## src/hw/fsab_params.svh

```systemverilog
// System bus constants: device ids, credits at reset, beats per cache line
`ifndef FSAB_PARAMS_SVH
`define FSAB_PARAMS_SVH

// Responses are routed by device and subdevice id
`define FSAB_DID_CPU         4'h0
`define FSAB_SUBDID_ICACHE   4'h1

// Credits granted to the requester out of reset
`define FSAB_INITIAL_CREDITS 3'd4

// 64-byte line, 8 bytes per beat
`define FSAB_LINE_BEATS      8

`endif

```

## src/hw/ic_pkg.sv

```systemverilog
// Instruction cache geometry types: line tag, line index, beat position, core word, miss FSM
package ic_pkg;

	// Byte address layout: [31:10] tag, [9:6] index, [5:3] beat, [2] half, [1:0] byte
	typedef logic [31:0] ic_addr_t;   // Core byte address
	typedef logic [21:0] ic_tag_t;    // Upper bits naming a line
	typedef logic [3:0]  ic_index_t;  // One of 16 lines
	typedef logic [2:0]  ic_beat_t;   // 64-bit beat within a line
	typedef logic [31:0] ic_word_t;   // Instruction word to the core

	// Miss FSM, one fill in flight at most
	typedef enum logic {
		IDLE,                         // No fill outstanding
		FILLING                       // Waiting for the line to come back
	} fill_state_t;

	localparam int IC_TAG_LSB   = 10; // Tag field position
	localparam int IC_INDEX_LSB = 6;  // Index field position
	localparam int IC_BEAT_LSB  = 3;  // Beat field position
	localparam int IC_HALF_BIT  = 2;  // Picks high or low word of a beat

endpackage

```

## src/hw/ic_tag_store.sv

```systemverilog
// Tag store with per-line valid bits and tags, hit compare, line invalidate and install
`timescale 1ns/1ps

module ic_tag_store import ic_pkg::*; (
	input  logic     clk,
	input  logic     rst_b,
	input  ic_addr_t rd_addr,    // Lookup address from the core
	input  logic     line_clear, // Drop the line at the fill index
	input  logic     line_fill,  // Install the line at the fill index
	input  ic_addr_t fill_addr,  // Line being filled
	output logic     hit
);

	logic [15:0] line_valid;     // One bit per line
	ic_tag_t     line_tag [16];  // Tag of each line

	ic_index_t rd_index;
	ic_tag_t   rd_tag;
	ic_index_t fill_index;

	assign rd_index   = rd_addr[IC_INDEX_LSB +: 4];
	assign rd_tag     = rd_addr[IC_TAG_LSB +: 22];
	assign fill_index = fill_addr[IC_INDEX_LSB +: 4];

	// Hit only on a valid entry with matching tag
	assign hit = line_valid[rd_index] && (line_tag[rd_index] == rd_tag);

	always_ff @(posedge clk or negedge rst_b) begin
		if (!rst_b) begin
			line_valid <= '0;                 // Everything misses after reset
		end else if (line_clear) begin
			line_valid[fill_index] <= 1'b0;   // Old contents about to be overwritten
		end else if (line_fill) begin
			line_valid[fill_index] <= 1'b1;   // All eight beats are in
		end
	end

	always_ff @(posedge clk) begin
		if (line_fill) begin
			line_tag[fill_index] <= fill_addr[IC_TAG_LSB +: 22];
		end
	end

endmodule

```

## config.mk

```make
export PLATFORM = sky130hd
export DESIGN_NAME = ic_tag_store
export DESIGN_NICKNAME = d
export VERILOG_FILES = /design/src/hw/fsab_params.svh /design/src/hw/ic_pkg.sv /design/src/hw/ic_tag_store.sv
export SDC_FILE = /design/constraint.sdc
export NUM_CORES = 1
export LEC_CHECK = 0
export BUFFER_PORTS_ARGS = -buffer_cell sky130_fd_sc_hd__buf_2
export CORE_MARGIN = 2
export CORE_UTILIZATION = 63
export CTS_CLUSTER_SIZE = 12
export DETAILED_ROUTE_END_ITERATION = 8
export PLACE_DENSITY = 0.86
export SETUP_SLACK_MARGIN = 0.4
export SLEW_MARGIN = 25
export SYNTH_ARGS = -nofsm -noshare
export SYNTH_HDL_FRONTEND = slang
export SYNTH_SLANG_ARGS = --single-unit
```

## constraint.sdc

```tcl
create_clock -name clk -period 7.2 [get_ports clk]
set_clock_uncertainty 0.15 [all_clocks]
set_input_delay 0.72 -clock clk [delete_from_list [all_inputs] [get_ports clk]]
set_output_delay 0.72 -clock clk [all_outputs]
set_load 0.02 [all_outputs]
```

==> summary.md <==
| Metric | Value |
|---|---|
| Status | complete, no violations |
| Antenna Nets Post-Route | 0 |
| Ys async rst share | 4.348% |
| R2R depth | 1 |
| Setup ws final | 1.781 ns |
| Ant. Diodes | 0 |
| Period utilisation layout | 75.27% |
| Vias in the first global route | 8438 |
| Worst-Margin Slew | 0.9955 ns |
| Crit Path Category | input port to primary output |
| WL final | 35.27 mm |
| Mapped Nets | 842 |
| CP Data Required Time | 6.33 ns |
| Fin Setup TNS | 0 ns |
| Overflow after GRT | 0 |
| Sequential-to-total area share from yosys stat | 73.08% |
| CTS tree | done |
| Chip width | 158.4 um |
| Hold path depth | 2 |
| Die Ht | 158.4 um |
| Rel. slew slack | 33.63% |
| IO Pins | 69 |
| Switching power | 0.0009704 W |
| Initial antenna violation count | 1 |
| Port Buffers | 56 |
| EDFF count, synth | 352 |
| Largest registers | line_tag: 352 flops |
| Total track usage | 29.13% |
| Iter 0 DRT Violations | 1299 |
| Clk Latency, worst-skew pair | 0.52 ns |
| CTS buffer count | 38 |
| HP Start | fill_addr[8] |
| Crit Path Max Fanout | 61 |
| Pwr Density | 269.5 mW/mm^2 |
| Post-synth top area share | 70.42% |
| Sw frac | 21.53% |
| Unrepaired setup endpoints after global routing | no |
| Area growth syn-to-layout | 11.44% |
| DIE AREA | 0.02508 sq mm |
| Yosys reg bits | 368 |
| Ys flop type | edfxtp_1 |
| Placement Rows | 56 |
| Final hold violation count | 0 |
| Clk sink count | 368 |
| Reg clk slew, reported paths | 0.05 ns |
| P_leak | 5.559 nW |
| Cell Int Power | 0.003538 W |
| Core area | 0.02340 sq mm |
| Clk pwr share | 38.9% |
| Max FFs per register | 352 |
| Post-Syn Instances | 774 |
| Routed vias/inst | 7.007 |
| Post-cts resize count | 0 |
| Detailed Place HPWL | 21.15 mm |
| FMAX | 184.5 MHz |
| MaxCap Viol Count | 0 |
| H-tree depth | 2 |
| Period minus WS final | 5.419 ns |
| Drt first pass iters | 6 |
| Crit end category | primary output |
| Largest net degree at the start of global routing | 62 |
| Largest Register | line_tag |
| Largest cells by area after synthesis | edfxtp_1 70%, mux4_2 12%, mux2i_1 3.3% |
| Worst EP arrival | 4.55 ns |
| Critical Path Source Type | input port |
| Final Hold Slack | 0.3164 ns |
| Post-CTS Setup Bufs | 0 |
| Initial Utilization | 64.14% |
| Layout cells sized above 1 | 26.14% |
| Final Max Tran Viols | 0 |
| Total Nets Final | 922 |
| Clock Root Buffer | clkbuf_16 |
| Post-cts hold buffer count | 1 |
| Max VDD drop | 0.2112 mV |
| # setup viols final | 0 |
| Wirelength per Cell | 29.52 um |
| DP Worst Slack | 1.974 ns |
| Yosys cell types | 56 |
| Hold crit path type | input port to register |
| Synth Cell Area | 0.01501 sq mm |
| CTS Buffer Depth | 3 |
| DRC | 0 |
| Vias | 8373 |
| Synth area leader | edfxtp_1 |
| Gate power share | 7.2% |
| GPL Wtd Cong | 0.9319 |
| Power share of the sequential group | 53.9% |
| YS warnings | 0 |
| R2R setup slack | 6.33 ns |
| Syn_area_per_cell | 19.39 sq um |
| First-pass GRT wire length | 51.76 mm |
==> power by group through the flow <==
stage                     registers [W]  clock network (W)  logic (W)
after floorplan                 0.00247                  0   0.000205
after global placement          0.00247                  0   0.000297
after detailed placement        0.00247                  0   0.000311
after CTS                       0.00243            0.00176   0.000319
after global routing            0.00243            0.00185   0.000340
final                           0.00243            0.00175   0.000324
==> metal layers <==
layer	GRT usage [%]	share of wire, %	vias up
met5	0	0.037	-
met4	10.34	4.0	2
met3	7.621	12	147
met2	46.89	49	693
met1	39.39	35	4181
li1	-	-	3350
==> synthesized netlist by cell type (all sizes together) (6+ instances only) <==
master    n
o22ai     8
mux2i    50
inv      21
clkbuf    6
a211oi    8
nor2     34
nand2    18
o22a     13
mux4     82
nor4      6
dfrtp    16
nor2b     8
o21ai    14
a21oi    21
xnor2    11
edfxtp  352
a22oi    10
buf      32
==> through the flow <==
step / area, sq um / power [W] / std cells / util [%]
floorplan: 15010 / 0.002671 / 774 / -
global placement: 15640 / 0.002764 / 1132 / 66.85
detailed placement: 15640 / 0.002786 / 1132 / 66.85
CTS: 16730 / 0.004510 / 1195 / 71.48
global route: 16730 / 0.004625 / 1195 / 71.48
finish: 16730 / 0.004508 / 1195 / 71.48
==> final cells by class <==
type	instances	area (sq um)
clock buffers	57	1044
flip-flops and latches	368	10970
inverters	21	78.83
repair buffers	78	452.9
clock inverters	5	31.28
well taps	319	399.1
multi-input cells	347	3752
fillers	1332	6674
==> cells by family (layout without fill, tap and decap cells) <==
family          after synthesis  count (layout)  synth area share, %
buf+inv                      59             161                2.184
flops                       368             368                73.08
simple gates                 92              92                3.026
mux                         137             137                16.01
compound gates              106             106                4.993
xor+xnor                     12              12               0.7002
==> critical path, cell delays in order <==
cell and delay, ns:
buf_4 0.74, buf_4 0.66, mux4_2 0.42, mux2i_1 0.21
xnor2_1 0.16, nand3_1 0.18, o22ai_1 0.36, nand4_1 0.33
nor4_2 0.46, buf_2 0.24
==> worst max path at each step <==
stage,from,endpoint,slack [ns],cells after the start
final,rd_addr[7],hit,1.78,10
after global routing,rd_addr[7],hit,1.66,10
after CTS,rd_addr[7],hit,1.91,10
after detailed placement,rd_addr[7],hit,1.97,10
after global placement,rd_addr[7],hit,2.02,10
after floorplan,rd_addr[6],hit,3.54,8
==> layout by cell type, fill, tap and decap left out, types with 3 or more instances in the layout <==
cell,instances
a211oi_1,8
a21oi_1,21
a221oi_1,3
a22o_1,5
a22oi_1,10
a31oi_1,5
and3_1,3
buf_2,54
buf_4,23
clkbuf_1,18
clkbuf_16,39
clkinv_2,3
dfrtp_1,16
edfxtp_1,352
inv_1,20
mux2_2,5
mux2i_1,50
mux4_2,82
nand2_1,18
nand2b_1,3
nand3_1,3
nand3b_1,4
nor2_1,18
nor2_2,16
nor2b_1,8
nor3_1,4
nor4_1,5
o2111ai_1,4
o21ai_0,13
o22a_1,13
o22ai_1,8
xnor2_1,11
No activity file was read; power rests on OpenSTA's default activity.
