--- config.mk ---
export PLATFORM = sky130hd
export DESIGN_NAME = ic_miss_ctrl
export DESIGN_NICKNAME = d
export VERILOG_FILES = /design/src/hw/fsab_pkg.sv /design/src/hw/ic_pkg.sv /design/src/hw/ic_miss_ctrl.sv
export VERILOG_INCLUDE_DIRS = /design/src /design/src/hw
export SDC_FILE = /design/constraint.sdc
export NUM_CORES = 1
export LEC_CHECK = 0
export BUFFER_PORTS_ARGS = -buffer_cell sky130_fd_sc_hd__buf_2
export CORE_MARGIN = 2
export CORE_UTILIZATION = 30
export CTS_BUF_LIST = sky130_fd_sc_hd__clkbuf_4
export CTS_CLUSTER_DIAMETER = 100
export DETAILED_ROUTE_END_ITERATION = 10
export GPL_TIMING_DRIVEN = 0
export PLACE_DENSITY_LB_ADDON = 0.3
export SLEW_MARGIN = 40
export SYNTH_ARGS = -nofsm -noshare
export SYNTH_HDL_FRONTEND = slang
export SYNTH_SLANG_ARGS = --single-unit
--- constraint.sdc ---
create_clock -name clk -period 2.7 [get_ports clk]
set_input_delay 0.54 -clock clk [delete_from_list [all_inputs] [get_ports clk]]
set_output_delay 0.54 -clock clk [all_outputs]
set_load 0.02 [all_outputs]
--- src/hw/fsab_params.svh ---
// System bus constants: device ids, credits at reset, beats per cache line
`ifndef FSAB_PARAMS_SVH
`define FSAB_PARAMS_SVH

// Responses are routed by device and subdevice id
`define FSAB_DID_CPU         4'h0
`define FSAB_SUBDID_ICACHE   4'h1

// Credits granted to the requester out of reset
`define FSAB_INITIAL_CREDITS 3'd4

// 64-byte line, 8 bytes per beat
`define FSAB_LINE_BEATS      8

`endif

--- src/hw/fsab_pkg.sv ---
// System bus types: address, data beat, device id, credit counter
package fsab_pkg;

	typedef logic [31:0] fsab_addr_t;   // Request address, line aligned for reads
	typedef logic [63:0] fsab_data_t;   // One response beat
	typedef logic [3:0]  fsab_did_t;    // Device or subdevice id
	typedef logic [2:0]  fsab_credit_t; // Outstanding request credits

	// Beats carry two words; high word sits at the higher byte address
	localparam int FSAB_WORD_W = 32;

endpackage

--- src/hw/ic_pkg.sv ---
// Instruction cache geometry types: line tag, line index, beat position, core word, miss FSM
package ic_pkg;

	// Byte address layout: [31:10] tag, [9:6] index, [5:3] beat, [2] half, [1:0] byte
	typedef logic [31:0] ic_addr_t;   // Core byte address
	typedef logic [21:0] ic_tag_t;    // Upper bits naming a line
	typedef logic [3:0]  ic_index_t;  // One of 16 lines
	typedef logic [2:0]  ic_beat_t;   // 64-bit beat within a line
	typedef logic [31:0] ic_word_t;   // Instruction word to the core

	// Miss FSM, one fill in flight at most
	typedef enum logic {
		IDLE,                         // No fill outstanding
		FILLING                       // Waiting for the line to come back
	} fill_state_t;

	localparam int IC_TAG_LSB   = 10; // Tag field position
	localparam int IC_INDEX_LSB = 6;  // Index field position
	localparam int IC_BEAT_LSB  = 3;  // Beat field position
	localparam int IC_HALF_BIT  = 2;  // Picks high or low word of a beat

endpackage

--- src/hw/ic_miss_ctrl.sv ---
// Miss control: bus credits, IDLE/FILLING FSM, line read request, core side of the fill handshake
`timescale 1ns/1ps
`include "fsab_params.svh"

module ic_miss_ctrl import ic_pkg::*; import fsab_pkg::*; (
	input  logic       clk,
	input  logic       rst_b,
	input  ic_addr_t   rd_addr,
	input  logic       rd_req,
	input  logic       hit,          // From the tag store
	output logic       rd_wait,
	output logic       fsabo_valid,  // One-cycle read request
	output fsab_addr_t fsabo_addr,
	input  logic       fsabo_credit, // One credit back per pulse
	output logic       line_clear,
	output logic       line_fill,
	output ic_addr_t   fill_addr,    // Frozen while FILLING
	output logic       cur_read,     // Flips at each fill start
	input  logic       done_read     // Bus domain, copy of cur_read when done
);

	fill_state_t  state;
	fsab_credit_t credits;
	logic         credit_free;
	logic         start_fill;
	logic         done_s1;           // Sync stage one
	logic         done_sync;         // Sync stage two
	logic         fill_done;

	assign credit_free = (credits != '0);
	assign start_fill  = rd_req && !hit && (state == IDLE) && credit_free;

	// Core waits on any miss, in or out of a fill
	assign rd_wait = rd_req && !hit;

	assign fsabo_valid = start_fill;
	assign fsabo_addr  = {rd_addr[31:IC_INDEX_LSB], 6'b0}; // Line aligned

	// Completion: handshake toggles match again
	assign fill_done = (state == FILLING) && (done_sync == cur_read);
	assign line_fill = fill_done;

	// Request takes a credit, a credit pulse gives one back
	always_ff @(posedge clk or negedge rst_b) begin
		if (!rst_b) begin
			credits <= `FSAB_INITIAL_CREDITS;
		end else begin
			credits <= credits + fsab_credit_t'(fsabo_credit) - fsab_credit_t'(fsabo_valid);
		end
	end

	// Bring the completion toggle into the core clock
	always_ff @(posedge clk or negedge rst_b) begin
		if (!rst_b) begin
			done_s1   <= 1'b0;
			done_sync <= 1'b0;
		end else begin
			done_s1   <= done_read;
			done_sync <= done_s1;
		end
	end

	always_ff @(posedge clk or negedge rst_b) begin
		if (!rst_b) begin
			state      <= IDLE;
			cur_read   <= 1'b0;
			line_clear <= 1'b0;
			fill_addr  <= '0;
		end else begin
			line_clear <= start_fill;                // Next cycle, fill_addr already latched
			case (state)
				IDLE: begin
					if (start_fill) begin
						state     <= FILLING;
						cur_read  <= ~cur_read;          // Tells the bus side a fill started
						fill_addr <= {rd_addr[31:IC_INDEX_LSB], 6'b0};
					end
				end
				FILLING: begin
					if (fill_done) begin
						state <= IDLE;                   // Line installed this edge
					end
				end
				default: state <= IDLE;
			endcase
		end
	end

endmodule

==> flow_metrics.tcl <==
set metrics [dict create \
    syn_avg_cell_area_um2 13.8 \
    tritoncts "done" \
    h-tree-depth 2 \
    start_util_pct 31.5 \
    hold_viol 0 \
    critPathCaptureType "register" \
    rows 26 \
    coreArea_um2 5170 \
    crit_type "register to register" \
    yosysUniqueCellTypes 17 \
    slowest_stage "dfrtp_1" \
    cp.required_ns 2.95 \
    clk_path_buf_depth 2 \
    root_buffer "clkbuf_4" \
    vias_per_cell 3.73 \
    cp_num_buf_inv 3 \
    arrival_ns 2.55 \
    die_width_um 77.7 \
    place_congestion 0.695 \
    final.setup.tns_ns 0 \
    grt_max_degree 35 \
    grt_pass1_vias 983 \
    critical_path.top_delay_family "adder cells" \
    setup_viol 0 \
    antenna_found_initial 0 \
    skew_ns 0.00722 \
    die-height_um 77.7 \
    outcome "finished, final reports clean" \
    synth_area_leaders "dfrtp_1 51%, buf_4 18%, mux2_2 11%" \
    leakage_uw 0.00124 \
    cts.repair.resized 0 \
    fin_nets 265 \
    yosysTopAreaCell "dfrtp_1" \
    ir_drop_v 0.000423 \
    cts_hold_buf 0 \
    detail_route.iter0.violations 9 \
    drv_cap 0 \
    maxSlewViolCount 0 \
    wire_per_inst_um 9.73 \
    die_area_um2 6030 \
    wl_um 2870 \
    final_area_um2 2250 \
    worstPathMaxFanout 12 \
    vias 1099 \
    rsz0062_at_grt "no" \
    dpl.hpwl_um 2220 \
    hp-class "primary input to asynchronous set/reset pin" \
    synth_seq_area_share_pct 52.3 \
    cp_cell_sequence "o311a_1 -> buf_2 -> ha_1 -> inv_1 -> ha_1 -> inv_1 -> fa_1 -> xnor2_1 -> xnor2_1" \
    r2r-start "credits[1]$_DFF_PN0_" \
    clk_latency_ns 0.32 \
    drive_gt1_share_pct 72.4 \
    n_fill_cell 508 \
    ys_ff_latch 34 \
    timing.final.crit_share_pct 85.1 \
    grt_pass1_wl_um 4590 \
    worstRegToRegCells 9 \
    max_stage_delay_ns 0.44 \
    area_growth_pct 38.4 \
    cts.sinks 34 \
    synth_area_um2 1630 \
    ant_nets 0 \
    min_period_ns 2.30 \
    dpl.cell_count 287 \
    io_buffers 88 \
    synthCells 118 \
    r2r_slack_ns 0.40 \
    grt_usage_pct 9.91 \
    io_pins 107 \
    fmax_mhz 435 \
    yosysTopAreaCellShare_pct 50.7 \
    powerDensity_nw_per_um2 993 \
    numCtsBuffers 5 \
    postPlaceCellArea_um2 2200 \
    postCtsSetupBuffers 0 \
    diodes 0 \
    overflow 0 \
    clkTransAtPathRegs_ns 0.10 \
    firstDrtPassIters 2 \
    start_kind "register" \
    p_total_uw 2240 \
    synth_warnings 0 \
    r2r-end "credits[2]$_DFF_PN1_" \
    instances_no_fill 295 \
    drc 0 \
]
## flip-flops by register name (all words and copies together) (netlist names)
register	flops
done_s1	1
cur_read	1
fill_addr	26
credits	3
state	1
done_sync	1
line_clear	1
## synthesized netlist by cell type, drive strengths merged
master,instances
fa,1
inv,5
o21bai,1
conb,1
dfstp,1
and2,1
o311a,1
xor2,1
ha,2
xnor2,3
buf,41
mux2,26
nor2b,1
dfrtp,33
## where the power goes
group	internal [uW]	total (uW)	leakage [uW]	switching, uW
clock	108	273	0.0000331	165
sequential	759	881	0.000401	123
combinational	507	1080	0.000801	576
total	1370	2240	0.00124	864
## logic make-up (layout without fill, tap and decap cells)
group / count (synthesis) / after routing / share of synthesized area, %
xor gates and xnor gates: 4 / 4 / 2.15
AOI/OAI and AO/OA: 2 / 2 / 1.08
and+or+nand+nor: 2 / 2 / 0.769
buffers and inverters: 46 / 142 / 20.4
other: 1 / 12 / 0.230
DFF: 34 / 34 / 52.3
muxes: 26 / 26 / 20.3
adders and majority gates: 3 / 3 / 2.77
## cell usage in the layout (no fill, tap or decap)
cell	n
buf_2	88
o311a_1	1
mux2_2	16
clkinv_1	1
clkbuf_4	6
buf_4	39
xnor2_1	3
clkinv_2	1
fa_1	1
and2_1	1
dfstp_2	1
o21bai_1	1
dfrtp_1	33
buf_6	2
xor2_1	1
mux2_4	10
nor2b_1	1
ha_1	2
inv_1	5
conb_1	12
## worst max path at each step
stage,from,to,cells after the start
final,credits[1]$_DFF_PN0_,credits[2]$_DFF_PN1_,9
after global routing,credits[1]$_DFF_PN0_,credits[2]$_DFF_PN1_,9
after CTS,credits[1]$_DFF_PN0_,credits[2]$_DFF_PN1_,9
after detailed placement,hit,credits[2]$_DFF_PN1_,11
after global placement,hit,credits[2]$_DFF_PN1_,11
after floorplan,rd_req,credits[2]$_DFF_PN1_,10
## layout make-up
| cell class | instances | area (um^2) | share of cell area [%] |
|---|---|---|---|
| inverter | 5 | 18.8 | 0.833 |
| buffer | 41 | 313 | 13.9 |
| tap | 70 | 87.6 | 3.89 |
| multi-input combinational | 49 | 485 | 21.5 |
| clock buffer | 6 | 45.0 | 2.00 |
| sequential | 34 | 852 | 37.8 |
| timing repair buffer | 88 | 443 | 19.7 |
| clock inverter | 2 | 8.76 | 0.389 |
## layer usage
metal | vias up | share of wire (%) | wire length, um | track usage [%]
li1 | 547 | - | - | -
met1 | 488 | 44 | 1250 | 11.9
met2 | 59 | 46 | 1310 | 15.6
met3 | 5 | 8.8 | 252 | 3.72
met4 | 0 | 2.0 | 57 | 4.82
met5 | - | 0 | 0 | 0
## metrics by stage
stage | utilization (%) | worst slack [ns] | hold slack [ns]
after floorplan | - | 0.0242 | 0.244
final | 43.6 | 0.402 | 0.144
after CTS | 43.5 | 0.357 | 0.292
after global placement | 42.5 | 0.171 | 0.332
after detailed placement | 42.5 | 0.145 | 0.336
after global routing | 43.6 | 0.245 | 0.165
No activity file was read; power rests on OpenSTA's default activity.
