`src/hw/fsab_params.svh`:
```
// System bus constants: device ids, credits at reset, beats per cache line
`ifndef FSAB_PARAMS_SVH
`define FSAB_PARAMS_SVH

// Responses are routed by device and subdevice id
`define FSAB_DID_CPU         4'h0
`define FSAB_SUBDID_ICACHE   4'h1

// Credits granted to the requester out of reset
`define FSAB_INITIAL_CREDITS 3'd4

// 64-byte line, 8 bytes per beat
`define FSAB_LINE_BEATS      8

`endif

```
`src/hw/fsab_pkg.sv`:
```
// System bus types: address, data beat, device id, credit counter
package fsab_pkg;

	typedef logic [31:0] fsab_addr_t;   // Request address, line aligned for reads
	typedef logic [63:0] fsab_data_t;   // One response beat
	typedef logic [3:0]  fsab_did_t;    // Device or subdevice id
	typedef logic [2:0]  fsab_credit_t; // Outstanding request credits

	// Beats carry two words; high word sits at the higher byte address
	localparam int FSAB_WORD_W = 32;

endpackage

```
`src/hw/ic_pkg.sv`:
```
// Instruction cache geometry types: line tag, line index, beat position, core word, miss FSM
package ic_pkg;

	// Byte address layout: [31:10] tag, [9:6] index, [5:3] beat, [2] half, [1:0] byte
	typedef logic [31:0] ic_addr_t;   // Core byte address
	typedef logic [21:0] ic_tag_t;    // Upper bits naming a line
	typedef logic [3:0]  ic_index_t;  // One of 16 lines
	typedef logic [2:0]  ic_beat_t;   // 64-bit beat within a line
	typedef logic [31:0] ic_word_t;   // Instruction word to the core

	// Miss FSM, one fill in flight at most
	typedef enum logic {
		IDLE,                         // No fill outstanding
		FILLING                       // Waiting for the line to come back
	} fill_state_t;

	localparam int IC_TAG_LSB   = 10; // Tag field position
	localparam int IC_INDEX_LSB = 6;  // Index field position
	localparam int IC_BEAT_LSB  = 3;  // Beat field position
	localparam int IC_HALF_BIT  = 2;  // Picks high or low word of a beat

endpackage

```
`src/hw/ic_fill_unit.sv`:
```
// Fill unit: start toggle sync, response id filter, beat counter, completion toggle
`timescale 1ns/1ps
`include "fsab_params.svh"

module ic_fill_unit import ic_pkg::*; import fsab_pkg::*; (
	input  logic       fsabi_clk,
	input  logic       fsabi_rst_b,
	input  logic       cur_read,     // Core domain toggle
	input  ic_addr_t   fill_addr,    // Stable long before data arrives
	input  logic       fsabi_valid,
	input  fsab_did_t  fsabi_did,
	input  fsab_did_t  fsabi_subdid,
	input  fsab_data_t fsabi_data,
	output logic       beat_we,
	output logic [6:0] beat_index,   // {line, beat}
	output fsab_data_t beat_data,
	output logic       done_read     // Toggle back to the core domain
);

	logic      cur_s1;
	logic      cur_sync;
	logic      cur_prev;             // For edge detect
	logic      new_fill;
	logic      beat_ok;
	logic      last_beat;
	ic_beat_t  beat_cnt;
	ic_index_t fill_index;

	assign new_fill   = cur_sync ^ cur_prev;
	assign beat_ok    = fsabi_valid && (fsabi_did == `FSAB_DID_CPU)
	                    && (fsabi_subdid == `FSAB_SUBDID_ICACHE);
	assign last_beat  = (beat_cnt == ic_beat_t'(`FSAB_LINE_BEATS - 1));
	assign fill_index = fill_addr[IC_INDEX_LSB +: 4];

	// Beats arrive in order, so the counter is the position
	assign beat_we    = beat_ok && !new_fill;
	assign beat_index = {fill_index, beat_cnt};
	assign beat_data  = fsabi_data;

	always_ff @(posedge fsabi_clk or negedge fsabi_rst_b) begin
		if (!fsabi_rst_b) begin
			cur_s1    <= 1'b0;
			cur_sync  <= 1'b0;
			cur_prev  <= 1'b0;
			beat_cnt  <= '0;
			done_read <= 1'b0;
		end else begin
			cur_s1   <= cur_read;
			cur_sync <= cur_s1;
			cur_prev <= cur_sync;
			if (new_fill) begin
				beat_cnt <= '0;                      // Fresh line
			end else if (beat_ok) begin
				beat_cnt <= beat_cnt + 3'd1;         // Wraps to 0 after the last beat
				if (last_beat) begin
					done_read <= cur_sync;           // Match means done
				end
			end
		end
	end

endmodule

```
`config.mk`:
```
export PLATFORM = sky130hd
export DESIGN_NAME = ic_fill_unit
export DESIGN_NICKNAME = d
export VERILOG_FILES = /design/src/hw/fsab_pkg.sv /design/src/hw/ic_pkg.sv /design/src/hw/ic_fill_unit.sv
export VERILOG_INCLUDE_DIRS = /design/src /design/src/hw
export SDC_FILE = /design/constraint.sdc
export NUM_CORES = 1
export LEC_CHECK = 0
export BUFFER_PORTS_ARGS = -buffer_cell sky130_fd_sc_hd__buf_4
export CAP_MARGIN = 40
export CORE_AREA = 2 2 71 73
export DETAILED_ROUTE_END_ITERATION = 16
export DIE_AREA = 0 0 73 75
export PLACE_DENSITY_LB_ADDON = 0.2
export SYNTH_ARGS = -nofsm -noshare
export SYNTH_HDL_FRONTEND = slang
export SYNTH_SLANG_ARGS = --single-unit
```
`constraint.sdc`:
```
create_clock -name fsabi_clk -period 2.15 [get_ports fsabi_clk]
set_clock_uncertainty 0.05 [all_clocks]
set_input_delay 0.3225 -clock fsabi_clk [delete_from_list [all_inputs] [get_ports fsabi_clk]]
set_output_delay 0.3225 -clock fsabi_clk [all_outputs]
set_load 0.01 [all_outputs]
```
==> results.sh, run 1 <==
export IMPL_crit_path_end_kind="flop"
export IMPL_avgSynthCellArea_um2=8.720
export IMPL_area_growth_pct=-29.58
export IMPL_design_area_um2=601.8
export IMPL_cts_resized=0
export IMPL_rows=25
export IMPL_pwr_share_comb_pct=9.1
export IMPL_yosysTopAreaCell="buf_4"
export IMPL_period_share_pct=87.02
export IMPL_synthFlopType="dfrtp_1"
export IMPL_fmax_mhz=534.5
export IMPL_cts_tree="yes"
export IMPL_drt_wl_total_um=1975
export IMPL_async_flop_share_pct=100.0
export IMPL_clockPowerShare_pct=52.3
export IMPL_placed_area_um2=546.8
export IMPL_synth_top_area_share_pct=59.74
export IMPL_core_um2=4661
export IMPL_maxCapViolations=0
export IMPL_detailed_place_hpwl_um=1768
export IMPL_cts_root_buf="clkbuf_8"
export IMPL_drc_errors=0
export IMPL_cts_setup_buffers=0
export IMPL_netlist_top_cells_count="68 x buf_4, 7 x dfrtp_1, 6 x nand2_1"
export IMPL_r2r_cells=5
export IMPL_gr_total_overflow=0
export IMPL_slew_viol_final=0
export IMPL_clockBufferDepth=2
export IMPL_ys_seq_elements=7
export IMPL_die_area_um2=5475
export IMPL_ys_types=17
export IMPL_synthCells=98
export IMPL_arrival_ns=1.98
export IMPL_path_class="flop to flop"
export IMPL_status="finished clean"
export IMPL_drt_wirelength_per_cell_um=18.46
export IMPL_p_int_uw=284.0
export IMPL_portBuffers=16
export IMPL_tns_ns=0
export IMPL_slew_headroom_pct=87.20
export IMPL_setup_viol=0
export IMPL_post_route_min_period_ns=1.871
export IMPL_syn_nets=208
export IMPL_switchingPower_uw=72.20
export IMPL_grtUsageTotal_pct=6.575
export IMPL_drive_gt1_share_pct=45.28
export IMPL_grt_pass1_vias=430
export IMPL_htree_levels=1
export IMPL_antenna_found_initial=0
export IMPL_power_density_nw_per_um2=591.9
export IMPL_die_w_um=73
export IMPL_ir_drop_mv=0.2016
export IMPL_r2r_slack_ns=0.28
export IMPL_clock_sinks=7
export IMPL_synth_area_um2=854.6
export IMPL_vias_per_cell=3.561
export IMPL_tightestPinTransition_ns=0.1904
export IMPL_min_delay_path_depth=1
export IMPL_drt_iter0_drc=6
export IMPL_hold_viol_final=0
export IMPL_clk_pin_slew_ns=0.04
export IMPL_synth_edf_count=0
export IMPL_crit_fanout=4
export IMPL_p_seq_share_pct=38.5
export IMPL_cts_hold_fix_buffers=1
export IMPL_insertion_delay_ns=0.23
export IMPL_yosysMostFrequentCell="buf_4"
export IMPL_yosysWarningCount=0
export IMPL_power_leakage_uw=0.0002548
export IMPL_start_util_pct=18.34
export IMPL_place_gp_congestion=0.6346
export IMPL_rsz0062_at_grt="no"
export IMPL_grt_max_degree=8
export IMPL_fin_nets=164
export IMPL_required_ns=2.26
export IMPL_ant_nets=0
export IMPL_io_pins=181
export IMPL_dr_pass1_iters=2
export IMPL_cts_buffers=3
export IMPL_antenna_cells=0
export IMPL_synthTopCellsByArea="buf_4 60%, dfrtp_1 20%, mux2i_1 3.5%"
export IMPL_min_path_type="input pin to flop"
export IMPL_grt_pass1_wl_um=2566
export IMPL_start_kind="flop"
export IMPL_seq_area_frac_synth_pct=20.50
export IMPL_vias=381
export IMPL_fp_dieH_um=75
export IMPL_swShare_pct=20.27
## cell type report
class	count	area, um^2
Clock buffer	4	45.04
Timing Repair Buffer	19	145.1
Tap cell	54	67.56
Sequential cell	7	175.2
Fill cell	522	4059
Multi-Input combinational cell	23	168.9
## path summary, 6_finish.rpt
check / startpoint / end
min in group asynchronous: fsabi_rst_b / beat_cnt[1]
worst min register to register: cur_s1 / cur_sync
max in group asynchronous: fsabi_rst_b / cur_prev
worst max-delay path: beat_cnt[0] / done_read
worst min-delay path: cur_read / cur_s1
worst max register to register: beat_cnt[0] / done_read
## stage by stage
stage	power, uW	utilization (%)	hold slack (ns)	setup WS [ns]	instances
after floorplan	277.8	-	-0.02309	0.3716	98
after global placement	171.4	11.73	0.09804	0.3126	102
after detailed placement	171.2	11.73	0.09629	0.2956	102
after CTS	362.3	12.91	0.1515	0.2708	107
after global routing	376.0	12.91	0.1548	0.1858	107
final	356.2	12.91	0.1559	0.2791	107
## per-layer routing
layer,share of wire [%],GRT usage [%]
met1,24,5.511
met2,49,11.11
met3,21,3.748
met4,5.9,5.761
met5,0,0
## cell usage in the layout (no fill, tap or decap), drive strengths merged, types with 2 or more instances in the layout
cell	instances
buf	18
dfrtp	7
nand2	6
clkbuf	4
mux2i	3
ha	2
## flip-flops by register name, summed over array words and instances (netlist names)
register	flops
cur_s1	1
beat_cnt	3
done_read	1
cur_sync	1
cur_prev	1
## power by group through the flow
stage / registers (uW) / clock network (uW) / logic, uW
floorplan: 139 / 0 / 139
global placement: 139 / 0 / 32.2
detailed placement: 139 / 0 / 32.1
CTS: 137 / 191 / 33.7
global route: 138 / 201 / 37.1
finish: 137 / 186 / 32.5
## worst max-delay path, stage by stage, from the launching register on
cell,delay [ns]
dfrtp_1,0.41
ha_1,0.17
ha_1,0.14
or4b_1,0.46
or4_1,0.48
nand3_1,0.10
## kinds of logic (layout without fill, tap and decap cells)
kind of cell / after synthesis / in the layout / synth area share (%)
buf+inv: 68 / 23 / 59.74
mux: 3 / 3 / 3.514
flops: 7 / 7 / 20.50
simple gates: 15 / 15 / 10.84
fa+ha+maj: 2 / 2 / 2.928
xor+xnor: 1 / 1 / 1.025
compound gates: 2 / 2 / 1.464
(Power assumes the default switching activity.)
==> run 2, diff against run 1 <==
==> constraint.sdc (replaced) <==
create_clock -name fsabi_clk -period 2.15 [get_ports fsabi_clk]
set_clock_uncertainty 0.05 [all_clocks]
set_input_delay 0.43 -clock fsabi_clk [delete_from_list [all_inputs] [get_ports fsabi_clk]]
set_output_delay 0.43 -clock fsabi_clk [all_outputs]
set_load 0.01 [all_outputs]
==> run 2 against run 1 <==
  * Die area unchanged
  * Sequential cell count unchanged
  * Hold slack better by 0.10 ns
  * First-iteration DRC count up 50%
  * Clock-buffer cell count down 1
  * Via count up 0.26%
  * Global-route usage down 0.11 points
  * Cell area up 0.21%
  * Register-to-register slack better by 0.03 ns
  * Setup slack worse by 0.033 ns
  * Critical endpoint is now beat_we
==> results.sh, run 2 (synthesis results as in run 1) <==
export IMPL_status="finished clean"
export IMPL_r2r_slack_ns=0.31
export IMPL_min_to="cur_s1"
export IMPL_vias=382
export IMPL_period_share_pct=88.56
export IMPL_required_ns=1.67
export IMPL_clock_sinks=7
export IMPL_largest_register="beat_cnt"
export IMPL_detailed_place_hpwl_um=1772
export IMPL_rsz0062_at_grt="no"
export IMPL_crit_fanout=2
export IMPL_arrival_ns=1.42
export IMPL_rows=25
export IMPL_maxCapViolations=0
export IMPL_dr_pass1_iters=2
export IMPL_grt_pass1_wl_um=2553
export IMPL_antenna_cells=0
export IMPL_timing_hold_ws_ns=0.2578
export IMPL_grt_max_degree=8
export IMPL_path_cells="buf_4 -> or3_2 -> nor3_2 -> and2_1 -> buf_4"
export IMPL_power_density_nw_per_um2=588.4
export IMPL_cp_startpoint="fsabi_did[1]"
export IMPL_grt_pass1_vias=431
export IMPL_insertion_delay_ns=0.23
export IMPL_slew_viol_final=0
export IMPL_setup_viol=0
export IMPL_ant_nets=0
export IMPL_drt_wirelength_per_cell_um=18.67
export IMPL_ir_drop_mv=0.1679
export IMPL_design_area_um2=603.1
export IMPL_post_route_min_period_ns=1.904
export IMPL_die_w_um=73
export IMPL_slowest_stage="or3_2"
export IMPL_clockBufferDepth=2
export IMPL_drt_wl_total_um=1998
export IMPL_fp_dieH_um=75
export IMPL_clk_pin_slew_ns=0.04
export IMPL_largest_register_ffs=3
export IMPL_start_kind="input pin"
export IMPL_portBuffers=16
export IMPL_min_from="cur_read"
export IMPL_gr_total_overflow=0
export IMPL_tightestPinTransition_ns=0.2072
export IMPL_grtUsageTotal_pct=6.465
export IMPL_cts_root_buf="clkbuf_8"
export IMPL_layout_setup_ws_ns=0.2461
export IMPL_r2r_start="beat_cnt[0]"
export IMPL_power_leakage_uw=0.0002576
export IMPL_fin_nets=164
export IMPL_crit_path_end_kind="output port"
export IMPL_drc_errors=0
export IMPL_pre_cts_slack_ns=0.2408
export IMPL_start_util_pct=18.34
export IMPL_worstReg2RegEnd="done_read"
export IMPL_slew_headroom_pct=86.07
export IMPL_core_um2=4661
export IMPL_min_path_type="input pin to flop"
export IMPL_place_gp_congestion=0.6353
export IMPL_die_area_um2=5475
export IMPL_final_cell_mix="18 x buf_4, 7 x dfrtp_1, 6 x nand2_1"
export IMPL_htree_levels=1
export IMPL_cts_tree="yes"
export IMPL_cts_resized=0
export IMPL_tns_ns=0
export IMPL_min_delay_path_depth=1
export IMPL_slowest_delay_ns=0.48
export IMPL_fmax_mhz=525.2
export IMPL_path_class="input pin to output port"
export IMPL_cts_setup_buffers=0
export IMPL_area_growth_pct=-29.43
export IMPL_final_common_cell="buf_4"
export IMPL_io_pins=181
export IMPL_hold_viol_final=0
export IMPL_placed_area_um2=546.8
export IMPL_critical_path_most_common_cell="buf_4"
export IMPL_cts_buffers=3
export IMPL_antenna_found_initial=0
export IMPL_drive_gt1_share_pct=47.17
export IMPL_r2r_cells=5
export IMPL_vias_per_cell=3.570
export IMPL_drt_iter0_drc=9
run 2: critical path: cells and delay by family:
kind                   cells  cell delay [ns]
AND/OR/NAND/NOR            3             0.77
buffers and inverters      2             0.22
run 2: stage by stage:
step	instances	power, uW	util (%)
3_5_place_dp	102	171.6	11.73
3_3_place_gp	102	171.2	11.73
4_1_cts	107	362.1	12.94
6_report	107	354.9	12.94
2_1_floorplan	98	277.8	-
5_1_grt	107	378.7	12.94
run 2: timing repair:
| item | 4_1_cts | 5_1_grt |
|---|---|---|
| setup endpoints to repair | 0 | 0 |
| hold buffers | 1 | 0 |
| hold endpoints to repair | 7 | 0 |
run 2: report_power, final:
group / total (uW) / leakage (uW) / internal [uW] / switching, uW
logic: 33.2 / 0.000146 / 20.4 / 12.8
clock network: 184 / 0.0000255 / 126 / 58.8
registers: 137 / 0.0000856 / 135 / 2.16
run 2: layer usage:
layer / track usage (%) / part of all wire, %
met1: 4.623 / 24
met2: 11.51 / 48
met3: 4.552 / 22
met4: 5.144 / 5.8
met5: 0 / 0
run 2: how the worst max path moves through the flow:
| stage | depth (start not counted) | end | slack (ns) |
|---|---|---|---|
| after CTS | 5 | beat_we | 0.23 |
| after global placement | 5 | beat_we | 0.23 |
| after detailed placement | 5 | beat_we | 0.24 |
| after floorplan | 3 | beat_we | 0.30 |
| after global routing | 5 | beat_we | 0.17 |
| final | 5 | beat_we | 0.25 |
run 2: cell type report:
type	count	area [um^2]
fillers	524	4058
flip-flops and latches	7	175.2
multi-input cells	23	168.9
repair buffers	19	145.1
well taps	54	67.56
clock buffers	3	41.29
clock inverters	1	5.005
